File: src/r5p_config.svh
////////////////////////////////////////////////////////////////////////////
// build-time sizes of the integer execution cluster
// included by the ISA package, the RTL and the testbench
////////////////////////////////////////////////////////////////////////////

`ifndef R5P_CONFIG_SVH
`define R5P_CONFIG_SVH

// data width, 32 or 64
`define R5P_XLEN 32

// parallel lanes per batch
`define R5P_LANES 4

// integer register count, x0 included
`define R5P_NREGS 32

`endif
File: src/riscv_isa_pkg.sv
////////////////////////////////////////////////////////////////////////////
// RISC-V ISA encodings, ALU control word and per-lane request/retire
// records, referenced by scoped names from every cluster module
////////////////////////////////////////////////////////////////////////////

`default_nettype none

`include "r5p_config.svh"

package riscv_isa_pkg;

// basic data types
typedef logic [`R5P_XLEN-1:0]          xlen_t;      // register width
typedef logic [$clog2(`R5P_NREGS)-1:0] reg_addr_t;  // register index
typedef logic [32-1:0]                 instr_t;     // instruction word

// major opcodes handled by the cluster
typedef enum logic [6:0] {
  OP        = 7'b0110011,
  OP_IMM    = 7'b0010011,
  OP_32     = 7'b0111011,  // RV64 only
  OP_IMM_32 = 7'b0011011,  // RV64 only
  LUI       = 7'b0110111,
  AUIPC     = 7'b0010111
} opcode_t;

// ALU input selection
typedef enum logic [1:0] {
  AI_R1_R2 = 2'd0,  // rs1, rs2
  AI_R1_IM = 2'd1,  // rs1, immediate
  AI_PC_IM = 2'd2   // pc, immediate
} ai_t;

// result type, signedness and width
typedef enum logic [1:0] {
  R_SX = 2'd0,  //   signed XLEN
  R_UX = 2'd1,  // unsigned XLEN
  R_SW = 2'd2,  //   signed word
  R_UW = 2'd3   // unsigned word
} rt_t;

// field view of the ALU operation
typedef struct packed {
  logic       f7_5;  // funct7 bit 5
  logic [2:0] f3;    // funct3
} ao_f_t;

// ALU operation {funct7[5], funct3}
typedef enum logic [3:0] {
  AO_ADD  = 4'b0_000,
  AO_SUB  = 4'b1_000,
  AO_SLL  = 4'b0_001,
  AO_SLT  = 4'b0_010,
  AO_SLTU = 4'b0_011,
  AO_XOR  = 4'b0_100,
  AO_SRL  = 4'b0_101,
  AO_SRA  = 4'b1_101,
  AO_OR   = 4'b0_110,
  AO_AND  = 4'b0_111
} ao_t;

// ALU control word
typedef struct packed {
  ai_t ai;
  ao_t ao;
  rt_t rt;
} alu_t;

// one decoded lane, decoder to ALU and writeback
typedef struct packed {
  logic      valid;     // lane enabled in a valid batch
  logic      illegal;   // not decodable, no write
  alu_t      ctl;
  xlen_t     imm;
  xlen_t     pc;        // batch pc + 4*lane
  reg_addr_t rs1_addr;
  reg_addr_t rs2_addr;
  reg_addr_t rd_addr;
} lane_req_t;

// one retired lane
typedef struct packed {
  logic      valid;
  logic      illegal;
  reg_addr_t rd_addr;
  xlen_t     data;      // ALU result
} lane_ret_t;

endpackage: riscv_isa_pkg

`default_nettype wire

File: src/r5p_decode.sv
////////////////////////////////////////////////////////////////////////////
// batch decoder, turns up to R5P_LANES words into registered lane requests
////////////////////////////////////////////////////////////////////////////

`timescale 1ns/1ps
`default_nettype none

`include "r5p_config.svh"

module r5p_decode (
  input  logic                                       clk,
  input  logic                                       rst,
  input  logic                                       in_valid,    // batch strobe
  input  logic [`R5P_LANES-1:0]                      in_lane_en,  // per-lane enable
  input  riscv_isa_pkg::instr_t [`R5P_LANES-1:0]     in_instr,
  input  logic [`R5P_XLEN-1:0]                       in_pc,       // pc of lane 0
  output riscv_isa_pkg::lane_req_t [`R5P_LANES-1:0]  req
);

localparam int unsigned XLEN  = `R5P_XLEN;
localparam int unsigned LANES = `R5P_LANES;
localparam int unsigned SHW   = $clog2(XLEN);  // shamt width of OP-IMM shifts

riscv_isa_pkg::lane_req_t [LANES-1:0] dec;  // decoded, before the register

// decode one word, valid is filled in by the caller
function automatic riscv_isa_pkg::lane_req_t decode(input logic [31:0]     i,
                                                    input logic [XLEN-1:0] pc);
  riscv_isa_pkg::lane_req_t r;
  logic [2:0] f3;
  logic [6:0] f7;
  logic       r7_ok;   // funct7 of register ops
  logic       sh_ok;   // upper imm bits of OP-IMM shifts
  logic       shw_ok;  // same for OP-IMM-32
  logic       w3_ok;   // funct3 allowed in 32-bit ops
  logic       bad;
  f3     = i[14:12];
  f7     = i[31:25];
  r7_ok  = (f7 == 7'h00) || ((f7 == 7'h20) && ((f3 == 3'd0) || (f3 == 3'd5)));
  sh_ok  = !i[31] && (i[29:20+SHW] == '0) && ((f3 == 3'd5) || !i[30]);
  shw_ok = (f7 == 7'h00) || ((f7 == 7'h20) && (f3 == 3'd5));
  w3_ok  = (f3 == 3'd0) || (f3 == 3'd1) || (f3 == 3'd5);
  bad    = 1'b0;
  // defaults, register op with I-type immediate
  r          = '0;
  r.ctl.ai   = riscv_isa_pkg::AI_R1_R2;
  r.ctl.ao   = riscv_isa_pkg::AO_ADD;
  r.ctl.rt   = riscv_isa_pkg::R_SX;
  r.imm      = XLEN'(signed'(i[31:20]));
  r.pc       = pc;
  r.rs1_addr = i[19:15];
  r.rs2_addr = i[24:20];
  r.rd_addr  = i[11:7];
  case (i[6:0])
    riscv_isa_pkg::OP: begin
      r.ctl.ao = riscv_isa_pkg::ao_t'({i[30], f3});
      if (f3 == 3'd3) r.ctl.rt = riscv_isa_pkg::R_UX;  // sltu
      bad = !r7_ok;
    end
    riscv_isa_pkg::OP_IMM: begin
      r.ctl.ai = riscv_isa_pkg::AI_R1_IM;
      r.ctl.ao = riscv_isa_pkg::ao_t'({i[30] & (f3 == 3'd5), f3});  // srai only
      if (f3 == 3'd3) r.ctl.rt = riscv_isa_pkg::R_UX;  // sltiu
      bad = ((f3 == 3'd1) || (f3 == 3'd5)) && !sh_ok;
    end
    riscv_isa_pkg::OP_32: begin
      r.ctl.ao = riscv_isa_pkg::ao_t'({i[30], f3});
      r.ctl.rt = riscv_isa_pkg::R_SW;
      bad = (XLEN != 64) || !w3_ok || !r7_ok;
    end
    riscv_isa_pkg::OP_IMM_32: begin
      r.ctl.ai = riscv_isa_pkg::AI_R1_IM;
      r.ctl.ao = riscv_isa_pkg::ao_t'({i[30] & (f3 == 3'd5), f3});
      r.ctl.rt = riscv_isa_pkg::R_SW;
      bad = (XLEN != 64) || !w3_ok || ((f3 != 3'd0) && !shw_ok);
    end
    riscv_isa_pkg::LUI: begin
      r.ctl.ai   = riscv_isa_pkg::AI_R1_IM;
      r.imm      = XLEN'(signed'({i[31:12], 12'h000}));
      r.rs1_addr = '0;  // x0 + imm
    end
    riscv_isa_pkg::AUIPC: begin
      r.ctl.ai = riscv_isa_pkg::AI_PC_IM;
      r.imm    = XLEN'(signed'({i[31:12], 12'h000}));
    end
    default: bad = 1'b1;
  endcase
  // rejected word, harmless control and no destination
  if (bad) begin
    r.ctl.ao  = riscv_isa_pkg::AO_ADD;
    r.rd_addr = '0;
  end
  r.illegal = bad;
  return r;
endfunction

always_comb begin
  for (int k = 0; k < LANES; k++) begin
    dec[k]         = decode(in_instr[k], in_pc + XLEN'(4*k));
    dec[k].valid   = in_valid & in_lane_en[k];
    dec[k].illegal = dec[k].illegal & dec[k].valid;  // only reported for live lanes
  end
end

// request register, only valid bits are cleared
always_ff @(posedge clk) begin
  req <= dec;
  if (rst) begin
    for (int k = 0; k < LANES; k++) req[k].valid <= 1'b0;
  end
end

for (genvar k = 0; k < LANES; k++) begin : g_chk
  // a live rejected lane carries no register write
  illegal_no_write: assert property (@(posedge clk) disable iff (rst)
    (req[k].valid && req[k].illegal) |-> (req[k].rd_addr == '0));
end

endmodule: r5p_decode

`default_nettype wire

File: config.mk
export PLATFORM = sky130hd
export DESIGN_NAME = r5p_decode
export DESIGN_NICKNAME = d
export VERILOG_FILES = /design/src/riscv_isa_pkg.sv /design/src/r5p_decode.sv
export VERILOG_INCLUDE_DIRS = /design/src
export SDC_FILE = /design/constraint.sdc
export NUM_CORES = 1
export LEC_CHECK = 0
export ABC_AREA = 0
export BUFFER_PORTS_ARGS = -buffer_cell sky130_fd_sc_hd__buf_2
export CAP_MARGIN = 15
export CORE_AREA = 2 2 202 204
export CTS_CLUSTER_DIAMETER = 40
export DETAILED_ROUTE_END_ITERATION = 7
export DIE_AREA = 0 0 204 206
export PLACE_DENSITY = 0.5
export SLEW_MARGIN = 5
export SYNTH_ARGS = -nofsm -noshare
export SYNTH_HDL_FRONTEND = slang
export SYNTH_SLANG_ARGS = --single-unit
File: constraint.sdc
create_clock -name clk -period 1.8 [get_ports clk]
set_clock_uncertainty 0.1 [all_clocks]
set_input_delay 0.09 -clock clk [delete_from_list [all_inputs] [get_ports clk]]
set_output_delay 0.09 -clock clk [all_outputs]
set_load 0.03 [all_outputs]
==> reports/summary.md <==
## Run status
* complete, no violations — outcome

## Floorplanning
* 74 — standard-cell rows
* 40180 um^2 — core region area
* 523 — total I/O pin count
* 26.58% — starting density of the core
* 206 um — Die H
* 42020 um^2 — die outline area
* 204 um — Die Wd

## Route
* 17.76 um — Routed WL per cell
* met5 — max layer used
* 4.218 — mean number of vias per cell
* 20.50 mm — length of routed met2 wiring
* 3.993 mm — detailed route wirelength on metal3
* 40.92 mm — routed wire length
* 9719 — Via Count
* 0 — residual antenna-violating net count after detailed routing
* 15.11 mm — routed length on met1
* 243 — Initial DRC Count
* 0 — DRC viols
* 4 — drt pass-1 iters

## Synthesis
* 348 — post-synthesis register bit count
* 0 — count of flip-flops with a built-in enable after synthesis
* 50 — number of distinct library cell variants in the gate-level netlist after synthesis
* 11.47 um^2 — syn avg cell area
* sky130_fd_sc_hd__dfxtp_1 — commonest register cell after synthesis
* 0 — count of yosys warnings during synthesis
* 931 — Gate Count Post-Synth
* sky130_fd_sc_hd__dfxtp_1 65%, sky130_fd_sc_hd__a21o_1 5.3%, sky130_fd_sc_hd__xnor2_1 4.8% — cells taking the most area after synthesis
* 0% — share of synthesized flip-flops with an asynchronous set or reset
* 1102 — net count after synthesis
* 10680 um^2 — Mapped Area
* 65.22% — fraction of synthesized cell area taken by the top area cell type
* 65.22% — post-synthesis sequential area ratio
* sky130_fd_sc_hd__dfxtp_1 — largest area contributor in the netlist

## STA
* 0 — setup violators final
* 0 — number of hold violations in the final report
* 0.9159 ns — slew at the pin with the worst max-slew slack
* 1.800 ns — Period minus WS final
* 555.7 MHz — maximum frequency from static timing analysis
* 0.04539 ns — worst hold slack across all endpoints
* 0 — max-slew violations
* 99.98% — share of the clock period used by the worst path after layout
* 38.66% — tightest slew margin relative to the limit

## Worst setup path
* 9 — maximum net fanout on the critical path
* 2.16 ns — Data required, critical path
* req[261]$_SDFF_PP0_ — end point of the critical path
* 0.55 ns — Worst path max stage delay
* in_instr[66] — source of the critical timing path
* sky130_fd_sc_hd__dlygate4sd3_1 — Worst path slowest cell
* 6 — Stages on worst setup path
* dlygate4sd3_1, buf_2, or4b_1, or4_1, buf_6, and4_1 — CP cell instances
* input pin — critical path launch point type
* input pin to flop — classification of the worst setup path
* simple AND/OR/NAND/NOR gates — kind of cell adding the most delay to the critical path
* 3 — Buf/Inv on CP
* 2.16 ns — crit path DAT
* flop — Worst Setup End Kind

## Clock tree
* 2 — # H-tree levels
* 0.05 ns — CTS clk-pin slew, worst paths
* 3 — Max Buffers Root-to-Sink
* built — clock tree from TritonCTS
* 52 — number of buffers added by the clock tree synthesis step
* 348 — Sink Count
* sky130_fd_sc_hd__clkbuf_16 — library cell used as clock root buffer

## Place
* 2012 — placed instance count
* 0.8498 — RD Place Congestion
* 14400 um^2 — post-detailed-placement cell area
* 30.43 mm — DP Wirelength
* 522 — port buffer count

## Finish
* 2304 — number of cells in the finished layout apart from fillers
* 348 — Largest register FFs
* 1897 — final net count
* req — Most flops, register
* 41.32% — share of final-layout standard cells stronger than drive strength 1
* req: 348 flops — Largest regs
* 70.33% — relative area change from synthesis to final layout
* 45.28% — post-route core utilization
* 18190 um^2 — fin area

## Global route
* 0 — sum of overflow across all layers after global routing
* 18.53% — GR Util All Layers
* 29 — maximum number of pins on one net before global-route repair
* 5 — antenna violations before repair
* 9954 — vias in the first global route
* 58.34 mm — wire length of the first global-routing pass

## Power and ir drop
* 1151 nW/um^2 — power density of the placed cells
* 0.005499 W — net switching component of the power
* 39.2% — share of power burned in registers
* 0.8828 mV — worst vdd rail ir drop
* 0.01544 W — Power Internal
* 12.0% — relative contribution of combinational cells to total power
* 48.9% — part of the power in the clock network
* 26.26% — Net Sw Frac
* 8.823 nW — Lkg Pwr

## Min path
* input pin to flop — path type of the worst min-delay path

## Job
* 0 — count of max-cap constraint violations

==> area by class of cell <==
| type | instances | area [um^2] |
|---|---|---|
| clock inverter | 35 | 389.1 |
| multi-input combinational | 513 | 3506 |
| inverter | 10 | 37.54 |
| timing repair buffer | 801 | 5211 |
| sequential | 348 | 6967 |
| tap | 532 | 665.6 |
| antenna | 3 | 7.507 |
| clock buffer | 62 | 1410 |
| fill | 3832 | 21990 |
==> synth_stat cells, drive strengths merged, types with 3 or more instances <==
master	n
dfxtp	348
a21o	76
xnor2	59
nor2b	57
nand2	56
nor2	37
and2	32
clkbuf	31
buf	29
nand3	28
xor2	28
and3	23
nor3	21
nand4	17
nor4	12
inv	10
a21oi	7
o211ai	6
and4	5
nand4b	5
o31ai	5
ha	4
or4	4
and3b	3
nor3b	3
nor4b	3
or2	3
or4b	3
==> routing by layer <==
metal  track usage [%]  vias to the layer above
met5                 0                        -
met4             6.910                        4
met3             8.026                       75
met2             33.27                      386
met1             19.10                     4550
li1                  -                     4704
==> through the flow <==
stage | TNS (ns) | worst slack (ns) | power [W]
2_1_floorplan | -0.06624 | -0.01760 | 0.009619
6_report | 0 | 0.0003078 | 0.02094
3_5_place_dp | -2.696 | -0.2112 | 0.01056
4_1_cts | 0 | 0.01046 | 0.02118
5_1_grt | -0.06021 | -0.02424 | 0.02169
3_3_place_gp | -1.885 | -0.1794 | 0.01055
==> power groups by stage <==
stage	registers, W	logic (W)	clock network, W
2_1_floorplan	0.00917	0.000449	0
3_3_place_gp	0.00836	0.00219	0
3_5_place_dp	0.00836	0.00219	0
4_1_cts	0.00820	0.00250	0.0105
5_1_grt	0.00823	0.00265	0.0108
6_report	0.00820	0.00250	0.0102
==> placed cells by master (no fill, tap or decap), drive strengths merged, types with 21 or more instances in the layout <==
master / synthesis / routed
xor2: 28 / 28
nor2b: 57 / 57
and2: 32 / 32
and3: 23 / 23
nand2: 56 / 56
xnor2: 59 / 59
nor2: 37 / 37
clkbuf: 31 / 62
buf: 29 / 611
dlygate4sd3: 0 / 190
a21o: 76 / 76
nand3: 28 / 28
nor3: 21 / 21
dfxtp: 348 / 348
==> worst min-delay path by stage <==
stage,startpoint,to,depth (start not counted)
final,in_instr[34],req[147]$_SDFF_PN0_,3
after global routing,in_instr[34],req[175]$_DFF_P_,4
after CTS,in_instr[3],req[3]$_SDFF_PP0_,3
after detailed placement,in_pc[1],req[283]$_DFF_P_,1
after global placement,in_pc[0],req[282]$_DFF_P_,1
after floorplan,in_instr[63],req[167]$_DFF_P_,0
==> cell families (layout without fill, tap and decap cells) <==
group                      count (synthesis)  count (layout)  share of synthesized area, %
adders and majority gates                  4               4                        0.4686
DFF                                      348             348                         65.22
other                                      0               3                             0
AOI/OAI and AO/OA                        103             103                         7.157
xor gates and xnor gates                  87              87                         7.134
buffers and inverters                     70             908                         2.964
and+or+nand+nor                          319             319                         17.06
==> what timing repair did <==
item	CTS	global route
endpoints found under the setup margin	0	30
endpoints found under the hold margin	348	7
hold buffers	188	3
resized for setup	0	14
setup buffers	0	2
Note: power is estimated with default switching activity, not from simulation.
