File: src/r5p_config.svh
////////////////////////////////////////////////////////////////////////////
// build-time sizes of the integer execution cluster
// included by the ISA package, the RTL and the testbench
////////////////////////////////////////////////////////////////////////////

`ifndef R5P_CONFIG_SVH
`define R5P_CONFIG_SVH

// data width, 32 or 64
`define R5P_XLEN 32

// parallel lanes per batch
`define R5P_LANES 4

// integer register count, x0 included
`define R5P_NREGS 32

`endif
File: src/riscv_isa_pkg.sv
////////////////////////////////////////////////////////////////////////////
// RISC-V ISA encodings, ALU control word and per-lane request/retire
// records, referenced by scoped names from every cluster module
////////////////////////////////////////////////////////////////////////////

`default_nettype none

`include "r5p_config.svh"

package riscv_isa_pkg;

// basic data types
typedef logic [`R5P_XLEN-1:0]          xlen_t;      // register width
typedef logic [$clog2(`R5P_NREGS)-1:0] reg_addr_t;  // register index
typedef logic [32-1:0]                 instr_t;     // instruction word

// major opcodes handled by the cluster
typedef enum logic [6:0] {
  OP        = 7'b0110011,
  OP_IMM    = 7'b0010011,
  OP_32     = 7'b0111011,  // RV64 only
  OP_IMM_32 = 7'b0011011,  // RV64 only
  LUI       = 7'b0110111,
  AUIPC     = 7'b0010111
} opcode_t;

// ALU input selection
typedef enum logic [1:0] {
  AI_R1_R2 = 2'd0,  // rs1, rs2
  AI_R1_IM = 2'd1,  // rs1, immediate
  AI_PC_IM = 2'd2   // pc, immediate
} ai_t;

// result type, signedness and width
typedef enum logic [1:0] {
  R_SX = 2'd0,  //   signed XLEN
  R_UX = 2'd1,  // unsigned XLEN
  R_SW = 2'd2,  //   signed word
  R_UW = 2'd3   // unsigned word
} rt_t;

// field view of the ALU operation
typedef struct packed {
  logic       f7_5;  // funct7 bit 5
  logic [2:0] f3;    // funct3
} ao_f_t;

// ALU operation {funct7[5], funct3}
typedef enum logic [3:0] {
  AO_ADD  = 4'b0_000,
  AO_SUB  = 4'b1_000,
  AO_SLL  = 4'b0_001,
  AO_SLT  = 4'b0_010,
  AO_SLTU = 4'b0_011,
  AO_XOR  = 4'b0_100,
  AO_SRL  = 4'b0_101,
  AO_SRA  = 4'b1_101,
  AO_OR   = 4'b0_110,
  AO_AND  = 4'b0_111
} ao_t;

// ALU control word
typedef struct packed {
  ai_t ai;
  ao_t ao;
  rt_t rt;
} alu_t;

// one decoded lane, decoder to ALU and writeback
typedef struct packed {
  logic      valid;     // lane enabled in a valid batch
  logic      illegal;   // not decodable, no write
  alu_t      ctl;
  xlen_t     imm;
  xlen_t     pc;        // batch pc + 4*lane
  reg_addr_t rs1_addr;
  reg_addr_t rs2_addr;
  reg_addr_t rd_addr;
} lane_req_t;

// one retired lane
typedef struct packed {
  logic      valid;
  logic      illegal;
  reg_addr_t rd_addr;
  xlen_t     data;      // ALU result
} lane_ret_t;

endpackage: riscv_isa_pkg

`default_nettype wire

File: src/r5p_alu.sv
////////////////////////////////////////////////////////////////////////////
// combinational integer ALU, one instance per cluster lane
////////////////////////////////////////////////////////////////////////////

`timescale 1ns/1ps
`default_nettype none

`include "r5p_config.svh"

module r5p_alu (
  input  riscv_isa_pkg::alu_t    ctl,  // control word
  input  logic [`R5P_XLEN-1:0]   imm,  // immediate
  input  logic [`R5P_XLEN-1:0]   pc,   // lane pc
  input  logic [`R5P_XLEN-1:0]   rs1,  // source register 1
  input  logic [`R5P_XLEN-1:0]   rs2,  // source register 2
  output logic [`R5P_XLEN-1:0]   rd    // result
);

localparam int unsigned XLEN = `R5P_XLEN;
localparam int unsigned SAW  = $clog2(XLEN);  // shift amount width

logic [XLEN-1:0]      in1;   // selected input 1
logic [XLEN-1:0]      in2;   // selected input 2
logic [XLEN:0]        op1;   // extended by one bit
logic [XLEN:0]        op2;
logic                 inv;   // subtract / compare
logic                 cmp;   // extension bit of the sum
logic [XLEN-1:0]      sum;
logic                 word;  // 32-bit op on RV64
logic [SAW-1:0]       sa;    // shift amount
logic [XLEN-1:0]      shr;   // logical right shift source
logic [XLEN-1:0]      val;   // result before word handling
riscv_isa_pkg::ao_f_t aof;

// one-bit extension by result type
function automatic logic [XLEN:0] ext(input logic [XLEN-1:0] v,
                                      input riscv_isa_pkg::rt_t rt);
  case (rt)
    riscv_isa_pkg::R_UX: ext = {1'b0, v};
    riscv_isa_pkg::R_SW: ext = (XLEN+1)'(signed'(v[31:0]));
    riscv_isa_pkg::R_UW: ext = (XLEN+1)'(v[31:0]);
    default:             ext = {v[XLEN-1], v};  // R_SX
  endcase
endfunction

// input multiplexer
always_comb begin
  case (ctl.ai)
    riscv_isa_pkg::AI_R1_IM: begin in1 = rs1; in2 = imm; end
    riscv_isa_pkg::AI_PC_IM: begin in1 = pc;  in2 = imm; end
    default:                 begin in1 = rs1; in2 = rs2; end
  endcase
end

assign aof  = ctl.ao;
assign word = (ctl.rt == riscv_isa_pkg::R_SW) || (ctl.rt == riscv_isa_pkg::R_UW);

////////////////////////////////////////////////////////////////////////////
// adder, shared by add/sub/slt/sltu
////////////////////////////////////////////////////////////////////////////

assign op1 = ext(in1, ctl.rt);
assign op2 = ext(in2, ctl.rt);

// sub and both compares take op1 - op2
assign inv = aof.f7_5 | (ctl.ao == riscv_isa_pkg::AO_SLT) | (ctl.ao == riscv_isa_pkg::AO_SLTU);

assign {cmp, sum} = op1 + (inv ? ~op2 : op2) + (XLEN+1)'(inv);  // cmp set when op1 < op2

////////////////////////////////////////////////////////////////////////////
// shifter and result select
////////////////////////////////////////////////////////////////////////////

assign sa  = word ? SAW'(in2[4:0]) : in2[SAW-1:0];  // word shifts use 5 bits
assign shr = word ? XLEN'(in1[31:0]) : in1;         // clear upper half for srlw

always_comb begin
  case (ctl.ao)
    riscv_isa_pkg::AO_ADD,
    riscv_isa_pkg::AO_SUB:  val = sum;
    riscv_isa_pkg::AO_SLT,
    riscv_isa_pkg::AO_SLTU: val = XLEN'(cmp);
    riscv_isa_pkg::AO_AND:  val = in1 & in2;
    riscv_isa_pkg::AO_OR:   val = in1 | in2;
    riscv_isa_pkg::AO_XOR:  val = in1 ^ in2;
    riscv_isa_pkg::AO_SRA:  val = XLEN'($signed(op1) >>> sa);  // op1 already sign extended
    riscv_isa_pkg::AO_SRL:  val = shr >> sa;
    riscv_isa_pkg::AO_SLL:  val = in1 << sa;
    default:                val = sum;
  endcase
end

// word results sign extended to XLEN
assign rd = word ? XLEN'(signed'(val[31:0])) : val;

// decoder only ever emits the three selections
always_comb begin
  ai_known: assert ($isunknown(ctl.ai) || ctl.ai inside {riscv_isa_pkg::AI_R1_R2,
                    riscv_isa_pkg::AI_R1_IM, riscv_isa_pkg::AI_PC_IM})
    else $error("ALU input select out of range: %0d", ctl.ai);
end

endmodule: r5p_alu

`default_nettype wire

File: config.mk
export PLATFORM = sky130hd
export DESIGN_NAME = r5p_alu
export DESIGN_NICKNAME = d
export VERILOG_FILES = /design/src/riscv_isa_pkg.sv /design/src/r5p_alu.sv
export VERILOG_INCLUDE_DIRS = /design/src
export SDC_FILE = /design/constraint.sdc
export NUM_CORES = 1
export LEC_CHECK = 0
export BUFFER_PORTS_ARGS = -buffer_cell sky130_fd_sc_hd__clkbuf_2
export CAP_MARGIN = 10
export CORE_MARGIN = 2
export CORE_UTILIZATION = 45
export DETAILED_ROUTE_END_ITERATION = 10
export PLACE_DENSITY_LB_ADDON = 0.25
export REMOVE_ABC_BUFFERS = 1
export SYNTH_ARGS = -nofsm -noshare
export SYNTH_HDL_FRONTEND = slang
export SYNTH_SLANG_ARGS = --single-unit
export TNS_END_PERCENT = 100
File: constraint.sdc
create_clock -name vclk -period 7.7
set_input_delay 1.925 -clock vclk [all_inputs]
set_output_delay 1.925 -clock vclk [all_outputs]
set_load 0.05 [all_outputs]
==> impl_metrics.py, run 1 <==
metrics = {
    "cells_and_area": {
        "fillers": 1734,
        "final_common_cell": "buf_4",
        "clock_buffers": 0,
        "final_cell_mix": "160 x buf_4, 144 x clkbuf_2, 135 x mux2i_1, 135 x nor2_1, 113 x nand2_1",
        "final_area_um2": 10600,
        "numSequentialCells": 0,
        "nets": 1688,
        "ff_latch_area_um2": 0,
        "drive_gt1_frac": 0.273,
        "fin_util": 0.598,
        "areaGrowthSynthToFinish_pct": 31.3,
    },
    "sta": {
        "fin_crit_sh": 0.985,
        "layout_setup_ws_ps": 115,
        "rsz0062_at_grt": "no",
        "fmax_mhz": 132,
        "setup-violations-final": 0,
        "min_period_ps": 7580,
        "drv_slew": 0,
        "worst_pin_slew_ps": 808,
        "hold_violations": 0,
        "slew_headroom": 0.460,
    },
    "global_route": {
        "track_usage": 0.350,
        "grt_pass1_vias": 9466,
        "grt_overflow": 0,
        "grt_pass1_wl_mm": 54.2,
        "grt_max_degree": 63,
        "antenna_found_initial": 2,
    },
    "die": {
        "core-area_um2": 17800,
        "die-area_um2": 19100,
        "chipHeight_um": 138,
        "std_cell_rows": 49,
        "initial_utilization": 0.455,
        "die_width_um": 138,
        "ioPinCount": 168,
    },
    "synthesis": {
        "netlist_instances": 1212,
        "ys_types": 69,
        "yosys_warnings": 0,
        "syn_avg_cell_area_um2": 6.68,
        "synth_seq_area_share": 0,
        "synth_area_um2": 8100,
    },
    "power": {
        "power_density_nw_per_um2": 156,
        "ir_drop_mv": 0.126,
        "power.leakage_nw": 5.23,
    },
    "detailed_routing": {
        "wirelength_mm": 35.5,
        "drcViolationCount": 0,
        "routedWlPerCell_um": 21.1,
        "vias": 10353,
        "drt_iter0_markers": 1220,
        "first_pass_iters": 5,
        "ant_nets": 0,
        "via_per_inst": 6.16,
    },
    "critical_path": {
        "slowest_delay_ps": 490,
        "arrival_ps": 5660,
        "critical_path_class": "input port to primary output",
        "critical_path.top_delay_family": "compound AO/OA/AOI/OAI gates",
        "cp-start-kind": "input port",
        "critPathMaxFanout": 4,
        "cp_cell_sequence": "clkbuf_2 > inv_2 > ha_4 > buf_4 > buf_4 > mux2_4 > xnor2_2 > ha_2 > buf_4 > nand2_2 > o41ai_4 > a2111oi_4 > o211ai_2 > a31oi_4 > o21ai_4 > mux2i_1 > o211ai_1 > clkbuf_2",
        "path_buf_inv": 6,
        "cpMostUsedCell": "buf_4",
        "cp.required_ps": 5780,
        "crit_path_top_delay_cell": "o41ai_4",
        "cp-end-kind": "primary output",
    },
    "clock_tree": {
        "post_cts_hold_buffer_count": 0,
    },
    "place": {
        "io_buffer_count": 167,
        "hpwl_mm": 28.1,
        "gp_congestion": 1.01,
        "post-place-ws_ps": -390,
        "placed_area_um2": 10400,
    },
    "status": {
        "status": "complete, no violations",
    },
    "min_path": {
        "hold_path.class": "input port to primary output",
    },
    "job": {
        "maxCapViolCount": 0,
    },
}
timing repair:
item                                    in CTS  in global routing
cloned                                       0                  0
buffers inserted                             1                 12
gates resized for setup                     16                 39
pin swaps                                    8                 13
endpoints found under the setup margin      13                 14
path summary, 6_finish.rpt:
kind   start  endpoint  depth (start not counted)
max   ctl[6]    rd[31]                         18
min   ctl[3]     rd[0]                          4
tightest hold or removal path, delay by kind of cell:
| family | cells | cell delay (ps) |
|---|---|---|
| AOI/OAI and AO/OA | 1 | 70 |
| buffers and inverters | 2 | 330 |
| and+or+nand+nor | 1 | 120 |
metrics by stage:
| step | power [mW] | setup TNS (ps) | instances | hold WS, ps |
|---|---|---|---|---|
| detailed placement | 1.57 | -2180 | 1670 | 4450 |
| global placement | 1.56 | -1850 | 1670 | 4450 |
| global route | 1.77 | 0 | 1681 | 4410 |
| finish | 1.66 | 0 | 1682 | 4380 |
| floorplan | 0.959 | -35180 | 1119 | 4390 |
| CTS | 1.60 | 0 | 1671 | 4400 |
layer usage:
layer	up-vias	GRT usage	wire, um
met5	-	0	13
met4	2	0.0671	546
met3	46	0.0378	3280
met2	524	0.559	16000
met1	4846	0.511	15700
li1	4935	-	-
final cells by class:
type               count  area, um^2  share of cell area
diodes                 1        2.50            0.000235
inverters             75         282              0.0265
multi-input cells   1044        7600               0.715
well taps            229         287              0.0270
repair buffers       333        2460               0.231
synth_stat cells, drive strengths merged (8+ instances only):
master / number / area share
a211oi: 11 / 0.012
a21o: 13 / 0.012
a21oi: 101 / 0.062
a221oi: 26 / 0.028
a22oi: 10 / 0.0093
a31oi: 23 / 0.020
and3: 11 / 0.0085
buf: 34 / 0.019
clkbuf: 59 / 0.027
ha: 97 / 0.15
inv: 74 / 0.034
mux2: 21 / 0.030
mux2i: 138 / 0.17
nand2: 114 / 0.053
nand3: 31 / 0.019
nor2: 137 / 0.064
nor3: 20 / 0.012
o211ai: 35 / 0.033
o21ai: 81 / 0.051
o221ai: 8 / 0.0087
o22ai: 14 / 0.011
xnor2: 48 / 0.052
xor2: 9 / 0.0097
power breakdown:
group          switching (mW)    internal, mW
registers                   0               0
logic                   0.976           0.684
clock network               0  0.000000000209
total                   0.976           0.684
cell families after synthesis:
| logic type | share of synthesized area |
|---|---|
| mux | 0.203 |
| simple gates | 0.180 |
| compound gates | 0.321 |
| xor+xnor | 0.0617 |
| buf+inv | 0.0816 |
| fa+ha+maj | 0.152 |
Power figures use the tool's default switching activity.
==> inputs of run 2 (changes only) <==
Settings changed: REMOVE_ABC_BUFFERS 1 to not set.
==> impl_metrics.py, run 2 (synthesis results as in run 1) <==
metrics = {
    "detailed_routing": {
        "vias": 10598,
        "drt_iter0_markers": 1400,
        "via_per_inst": 6.30,
        "wirelength_mm": 36.2,
        "drcViolationCount": 0,
        "first_pass_iters": 6,
        "routedWlPerCell_um": 21.5,
        "ant_nets": 0,
    },
    "power": {
        "power_density_nw_per_um2": 155,
        "power_mw": 1.64,
        "power.leakage_nw": 5.21,
        "ir_drop_mv": 0.131,
    },
    "place": {
        "placed_area_um2": 10400,
        "gp_congestion": 1.04,
        "post-place-ws_ps": -70.4,
        "io_buffer_count": 167,
        "hpwl_mm": 29.1,
    },
    "cells_and_area": {
        "final_cell_mix": "160 x buf_4, 150 x clkbuf_2, 137 x mux2i_1, 134 x nor2_1, 112 x nand2_1",
        "numSequentialCells": 0,
        "clock_buffers": 0,
        "nets": 1689,
        "final_area_um2": 10600,
        "fin_util": 0.595,
        "drive_gt1_frac": 0.275,
        "final_common_cell": "buf_4",
        "ff_latch_area_um2": 0,
        "antenna_cells": 0,
        "areaGrowthSynthToFinish_pct": 30.6,
    },
    "die": {
        "core-area_um2": 17800,
        "die-area_um2": 19100,
        "initial_utilization": 0.455,
        "chipHeight_um": 138,
        "die_width_um": 138,
        "ioPinCount": 168,
        "std_cell_rows": 49,
    },
    "global_route": {
        "grt_pass1_wl_mm": 54.6,
        "grt_max_degree": 63,
        "track_usage": 0.353,
        "grt_util_met3": 0.0596,
        "top_usage_layer": "met2",
        "antenna_found_initial": 1,
        "grt_pass1_vias": 9632,
        "use_met1": 0.498,
        "use_met2": 0.559,
        "grt_overflow": 0,
    },
    "critical_path": {
        "path_buf_inv": 7,
        "critPathMaxFanout": 4,
        "cp-start-kind": "input port",
        "critPathLaunch": "ctl[6]",
        "arrival_ps": 5720,
        "slowest_delay_ps": 510,
        "cp-end-kind": "primary output",
        "cp.required_ps": 5780,
        "critical_path_class": "input port to primary output",
        "cp_cell_sequence": "clkbuf_2 > inv_2 > ha_4 > buf_4 > buf_4 > mux2_4 > xnor2_4 > ha_4 > buf_4 > a21oi_4 > o21a_1 > o41ai_4 > a2111oi_4 > o211ai_2 > a31oi_4 > buf_6 > o21ai_4 > xor2_1 > a211o_1 > buf_6",
        "critical_path.top_delay_family": "compound AO/OA/AOI/OAI gates",
        "cpMostUsedCell": "buf_4",
        "crit_path_top_delay_cell": "a2111oi_4",
    },
    "sta": {
        "setup-tns-final_ps": 0,
        "fin_crit_sh": 0.993,
        "rsz0062_at_grt": "yes",
        "slew_headroom": 0.359,
        "setup-violations-final": 0,
        "worst_pin_slew_ps": 961,
        "layout_setup_ws_ps": 52.7,
        "min_period_ps": 7650,
        "fmax_mhz": 131,
        "drv_slew": 0,
        "hold_violations": 0,
    },
    "min_path": {
        "hold_start": "ctl[0]",
        "hold_depth": 5,
        "hold_path_end": "rd[0]",
        "hold_path.class": "input port to primary output",
    },
    "status": {
        "status": "complete, no violations",
    },
    "clock_tree": {
        "post_cts_hold_buffer_count": 0,
    },
    "synthesis": {
        "syn-num-nets": 1446,
    },
    "job": {
        "maxCapViolCount": 0,
    },
}
run 2: cell count changes in the layout (fill, tap and decap cells not counted), sizes merged:
cell / before / now
buf: 187 / 183
clkbuf: 146 / 151
clkinv: 1 / 2
diode: 1 / 0
inv: 74 / 73
run 2: cell type report:
cell class / instances / area, um^2
tap: 229 / 287
multi-input combinational: 1044 / 7620
inverter: 75 / 282
fill: 1750 / 7200
timing repair buffer: 334 / 2380
run 2: worst max-delay path by stage:
stage,to,slack (ps),depth (start not counted)
after global placement,rd[0],-90,19
after detailed placement,rd[30],-70,18
after global routing,rd[30],-70,20
after CTS,rd[29],10,20
after floorplan,rd[25],0.9,18
final,rd[27],50,20
run 2: repair_timing:
| item | CTS | global route |
|---|---|---|
| gates resized for setup | 4 | 32 |
| buffers inserted | 1 | 5 |
| pin swaps | 1 | 15 |
| endpoints found under the setup margin | 5 | 12 |
run 2: worst min-delay path, stage by stage:
cell	delay (ps)
clkbuf_2	130
nor2_1	70
xnor2_1	200
o21ai_2	70
buf_12	140
run 2: layer usage:
metal / routed length [um] / up-vias
li1: - / 4928
met1: 15300 / 4972
met2: 15800 / 604
met3: 3880 / 92
met4: 1190 / 2
met5: 13 / -
run 2: per-stage QoR:
stage               cells  hold slack, ps
finish               1682            4470
global route         1682            4500
CTS                  1680            4450
detailed placement   1679            4450
global placement     1679            4460
floorplan            1212            4120
run 2: where the power goes:
group | internal [mW] | switching, mW
Sequential | 0 | 0
Clock | 0 | 0
Combinational | 0.664 | 0.979
